<file path="src/logic/pixel_pkg.sv">
package pixel_pkg;

    // ********************
    // Pixel
    // ********************

    localparam int PIX_W = 8;

    typedef logic [PIX_W-1:0] pixel_t;

    // ********************
    // Column sums
    // ********************

    // Sized for a full window of 255 pixels
    localparam int SUM_R2_W = 11;
    localparam int SUM_R4_W = 12;
    localparam int SUM_R6_W = 12;

    typedef logic [SUM_R2_W-1:0] sum_r2_t;
    typedef logic [SUM_R4_W-1:0] sum_r4_t;
    typedef logic [SUM_R6_W-1:0] sum_r6_t;

endpackage

</file>
<file path="src/logic/window_pkg.sv">
package window_pkg;

    // ********************
    // Line buffer stack
    // ********************

    localparam int NUM_LINES = 12;

    // Tap 0 is the live row, tap k is k rows back
    localparam int NUM_TAPS = NUM_LINES + 1;

    // ********************
    // Box windows
    // ********************

    localparam int CENTER_TAP = NUM_LINES / 2;

    // Window height is 2R+1 rows
    localparam int RADIUS_S = 2;
    localparam int RADIUS_M = 4;
    localparam int RADIUS_L = 6;

endpackage

</file>
<file path="src/logic/column_box_sum.sv">
module column_box_sum (
    input  logic                            clk,
    input  logic                            rst_n,
    input  pixel_pkg::pixel_t               tap0_i,
    input  pixel_pkg::pixel_t               tap1_i,
    input  pixel_pkg::pixel_t               tap2_i,
    input  pixel_pkg::pixel_t               tap3_i,
    input  pixel_pkg::pixel_t               tap4_i,
    input  pixel_pkg::pixel_t               tap5_i,
    input  pixel_pkg::pixel_t               tap6_i,
    input  pixel_pkg::pixel_t               tap7_i,
    input  pixel_pkg::pixel_t               tap8_i,
    input  pixel_pkg::pixel_t               tap9_i,
    input  pixel_pkg::pixel_t               tap10_i,
    input  pixel_pkg::pixel_t               tap11_i,
    input  pixel_pkg::pixel_t               tap12_i,
    input  logic [window_pkg::NUM_TAPS-1:0] tap_valid_i,
    output pixel_pkg::sum_r2_t              sum_r2_o,
    output pixel_pkg::sum_r4_t              sum_r4_o,
    output pixel_pkg::sum_r6_t              sum_r6_o,
    output logic                            sum_valid_o
);
    import pixel_pkg::*;
    import window_pkg::*;

    pixel_t  tap_raw [NUM_TAPS];
    pixel_t  tap_m   [NUM_TAPS];
    sum_r2_t part_s;
    sum_r4_t part_m;
    sum_r6_t part_l;

    assign tap_raw = '{tap0_i, tap1_i, tap2_i, tap3_i, tap4_i, tap5_i, tap6_i,
                       tap7_i, tap8_i, tap9_i, tap10_i, tap11_i, tap12_i};

    // Rows without a valid pixel add nothing
    always_comb begin
        for (int k = 0; k < NUM_TAPS; k++) begin
            tap_m[k] = tap_valid_i[k] ? tap_raw[k] : '0;
        end
    end

    // ********************
    // Nested windows that each add a ring to the last
    // ********************

    always_comb begin
        part_s = '0;
        for (int k = CENTER_TAP - RADIUS_S; k <= CENTER_TAP + RADIUS_S; k++) begin
            part_s = part_s + sum_r2_t'(tap_m[k]);
        end
    end

    always_comb begin
        part_m = sum_r4_t'(part_s);
        for (int d = RADIUS_S + 1; d <= RADIUS_M; d++) begin
            part_m = part_m + sum_r4_t'(tap_m[CENTER_TAP-d]) + sum_r4_t'(tap_m[CENTER_TAP+d]);
        end
    end

    always_comb begin
        part_l = sum_r6_t'(part_m);
        for (int d = RADIUS_M + 1; d <= RADIUS_L; d++) begin
            part_l = part_l + sum_r6_t'(tap_m[CENTER_TAP-d]) + sum_r6_t'(tap_m[CENTER_TAP+d]);
        end
    end

    always_ff @(posedge clk) begin
        if (!rst_n) begin
            sum_r2_o    <= '0;
            sum_r4_o    <= '0;
            sum_r6_o    <= '0;
            sum_valid_o <= 1'b0;
        end else begin
            sum_r2_o    <= part_s;
            sum_r4_o    <= part_m;
            sum_r6_o    <= part_l;
            sum_valid_o <= tap_valid_i[CENTER_TAP];
        end
    end

endmodule

</file>
<file path="config.mk">
export PLATFORM = sky130hd
export DESIGN_NAME = column_box_sum
export DESIGN_NICKNAME = d
export VERILOG_FILES = /design/src/logic/pixel_pkg.sv /design/src/logic/window_pkg.sv /design/src/logic/column_box_sum.sv
export SDC_FILE = /design/constraint.sdc
export NUM_CORES = 1
export LEC_CHECK = 0
export ABC_AREA = 1
export BUFFER_PORTS_ARGS = -buffer_cell sky130_fd_sc_hd__clkbuf_2
export CAP_MARGIN = 20
export CORE_MARGIN = 2
export CORE_UTILIZATION = 40
export DETAILED_ROUTE_END_ITERATION = 6
export HOLD_SLACK_MARGIN = 0.12
export PLACE_DENSITY = 0.65
export SLEW_MARGIN = 20
export SYNTH_ARGS = -nofsm -noshare
export SYNTH_HDL_FRONTEND = slang
export SYNTH_SLANG_ARGS = --single-unit
</file>
<file path="constraint.sdc">
create_clock -name clk -period 14.65 [get_ports clk]
set_clock_uncertainty 0.05 [all_clocks]
set_input_delay 2.1975 -clock clk [delete_from_list [all_inputs] [get_ports clk]]
set_output_delay 2.1975 -clock clk [all_outputs]
set_load 0.02 [all_outputs]
</file>
==> results.ini <==
[clocking]
htree_levels = 2
cts-root-buf = clkbuf_16
cts.clk_slew.worst_paths_ns = 0.06
clock_path_buffers = 2
cts_tree = yes
cts_buffers = 5
post_cts.repair.setup_buffers = 0
hold_buffers = 0
cts_num_sinks = 36
post_cts_resized = 0

[worst_setup_path]
path_common_cell = nand2_1
cp.required_ns = 14.79
start_kind = input port
critical-path-max-stage-delay_ns = 0.53
crit_arrival_ns = 8.30
critPathCaptureType = register
critical_path.max_fanout = 9
path_class = input port to register
cp_slowest_cell = fa_1

[yosys]
synth-seq-cells = 36
synthCells = 675
synth.distinct_cells = 25
synth_area_sq_mm = 0.00476
avgSynthCellArea_sq_um = 7.05
synth_nets = 904
ys_seq_area_share_pct = 15.1
ys_warn_count = 0

[die]
io_pins = 155
start_util_pct = 41.3
rows = 39
die_h_microns = 113
die_w_microns = 113
core_area_sq_mm = 0.0115
die_area_sq_mm = 0.0128

[routing]
routed_wl_microns = 11100
num_vias = 4288
firstDrtPassIters = 6
drc = 8
drt_iter0_drc = 155
avgRoutedWirePerCell_microns = 11.5
antenna_left = 0
avgViaCountPerCell = 4.45

[final_layout]
num_antenna_cells = 0
final_area_sq_mm = 0.00581
fin_cells = 964
seq_area_sq_um = 721
fill_cells = 1174
multiInputGateArea_sq_mm = 0.00333
final_nets = 1049
drive_gt1_share_pct = 20.7
area_growth_pct = 22.0

[sta]
rsz0062_at_grt = false
finalSetupViolCount = 0
relSlewSlack_pct = 53.6
layout_worst_path_cycle_share_pct = 55.7
worst_slew_pin_slew_ns = 0.695
min_period_ns = 8.16
slew_violations = 0
hold_violations = 0
tns_ns = 0
fmax_mhz = 123

[global_route]
grt_max_degree = 22
antenna_found_initial = 0
gr-usage-all-layers_pct = 19.1
grt_pass1_vias = 4396
grt-ovfl-total = 0
grt_pass1_wl_microns = 19600

[job]
maxCapViolCount = 0

[place]
dp.cells = 956
gp_congestion = 0.882
port_buffers = 154
place_area_sq_mm = 0.00564
dp_hpwl_microns = 9610

[hold_path]
holdCritPathClass = input port to register
hold_depth = 3

[outcome]
violations = DRC
outcome = complete, but fails checks

cells in the final DEF, fill, tap and decap left out, types with 2 or more instances in the layout:
master     count
dfxtp_1       36
nand2_1      227
nand3_2        2
ha_1          41
xor2_1         4
or2_1          2
clkbuf_2     154
nand4_1        2
inv_1        171
clkbuf_16      5
nor2_2         3
a21oi_2        2
nor2_1        52
a21oi_1       15
fa_1          69
nand3_1       17
o21ai_0        3
nand3b_1       7
Yosys cell counts, drive strengths merged:
cell	instances	area share, %
a21o	1	0.16
a21oi	17	1.9
buf	2	0.34
clkbuf	14	1.1
dfxtp	36	15
fa	69	29
ha	41	11
inv	171	13
nand2	228	18
nand3	19	2.2
nand3b	7	1.1
nand4	2	0.26
nor2	55	4.5
nor3	1	0.11
o21a	1	0.16
o21ai	3	0.32
o21bai	1	0.16
or2	2	0.26
xnor2	1	0.18
xor2	4	0.74
flip-flops by register name (all words and copies together) (netlist names):
name         cells
sum_r6_o        12
sum_r4_o        12
sum_valid_o      1
sum_r2_o        11
final cells by class:
cell class	count	share of cell area [%]
multi-input cells	452	57.3
clock inverters	3	0.732
inverters	171	11.1
well taps	143	3.08
flip-flops and latches	36	12.4
repair buffers	154	13.3
clock buffers	5	2.15
worst max-delay path: cells and delay by family:
family                     cells  cell delay [ns]
buffers and inverters          6             0.45
and+or+nand+nor               15             1.38
xor gates and xnor gates       1             0.19
AOI/OAI and AO/OA              1             0.23
adders and majority gates     10             3.85
cells by family after synthesis:
| group | after synthesis | share of synthesized area, % |
|---|---|---|
| AND/OR/NAND/NOR | 314 | 26.5 |
| buffers and inverters | 187 | 14.9 |
| AO/OA/AOI/OAI | 23 | 2.73 |
| flip-flops | 36 | 15.1 |
| adder cells (fa/ha/maj) | 110 | 39.8 |
| XOR/XNOR | 5 | 0.920 |
worst paths after layout:
check	startpoint	endpoint
setup / recovery	tap_valid_i[6]	sum_r6_o[11]
hold / removal	tap_valid_i[6]	sum_valid_o
stage by stage:
| step | setup WS, ns | hold slack [ns] | util [%] |
|---|---|---|---|
| 2_1_floorplan | 6.60 | 2.34 | - |
| 3_3_place_gp | 6.34 | 2.49 | 49.0 |
| 3_5_place_dp | 6.21 | 2.50 | 49.0 |
| 4_1_cts | 6.47 | 2.19 | 50.4 |
| 5_1_grt | 5.95 | 2.24 | 50.4 |
| 6_report | 6.49 | 2.19 | 50.4 |
layer usage:
layer	vias up	GRT usage [%]	routed length (microns)
met3	16	3.37	583
met4	0	4.88	183
li1	2235	-	-
met5	-	0	0
met1	1946	26.5	5320
met2	91	31.0	5040
Power is left out: the tool's default activity adds up to more than one toggle a clock period on the data nets, which glitch-free logic cannot reach.
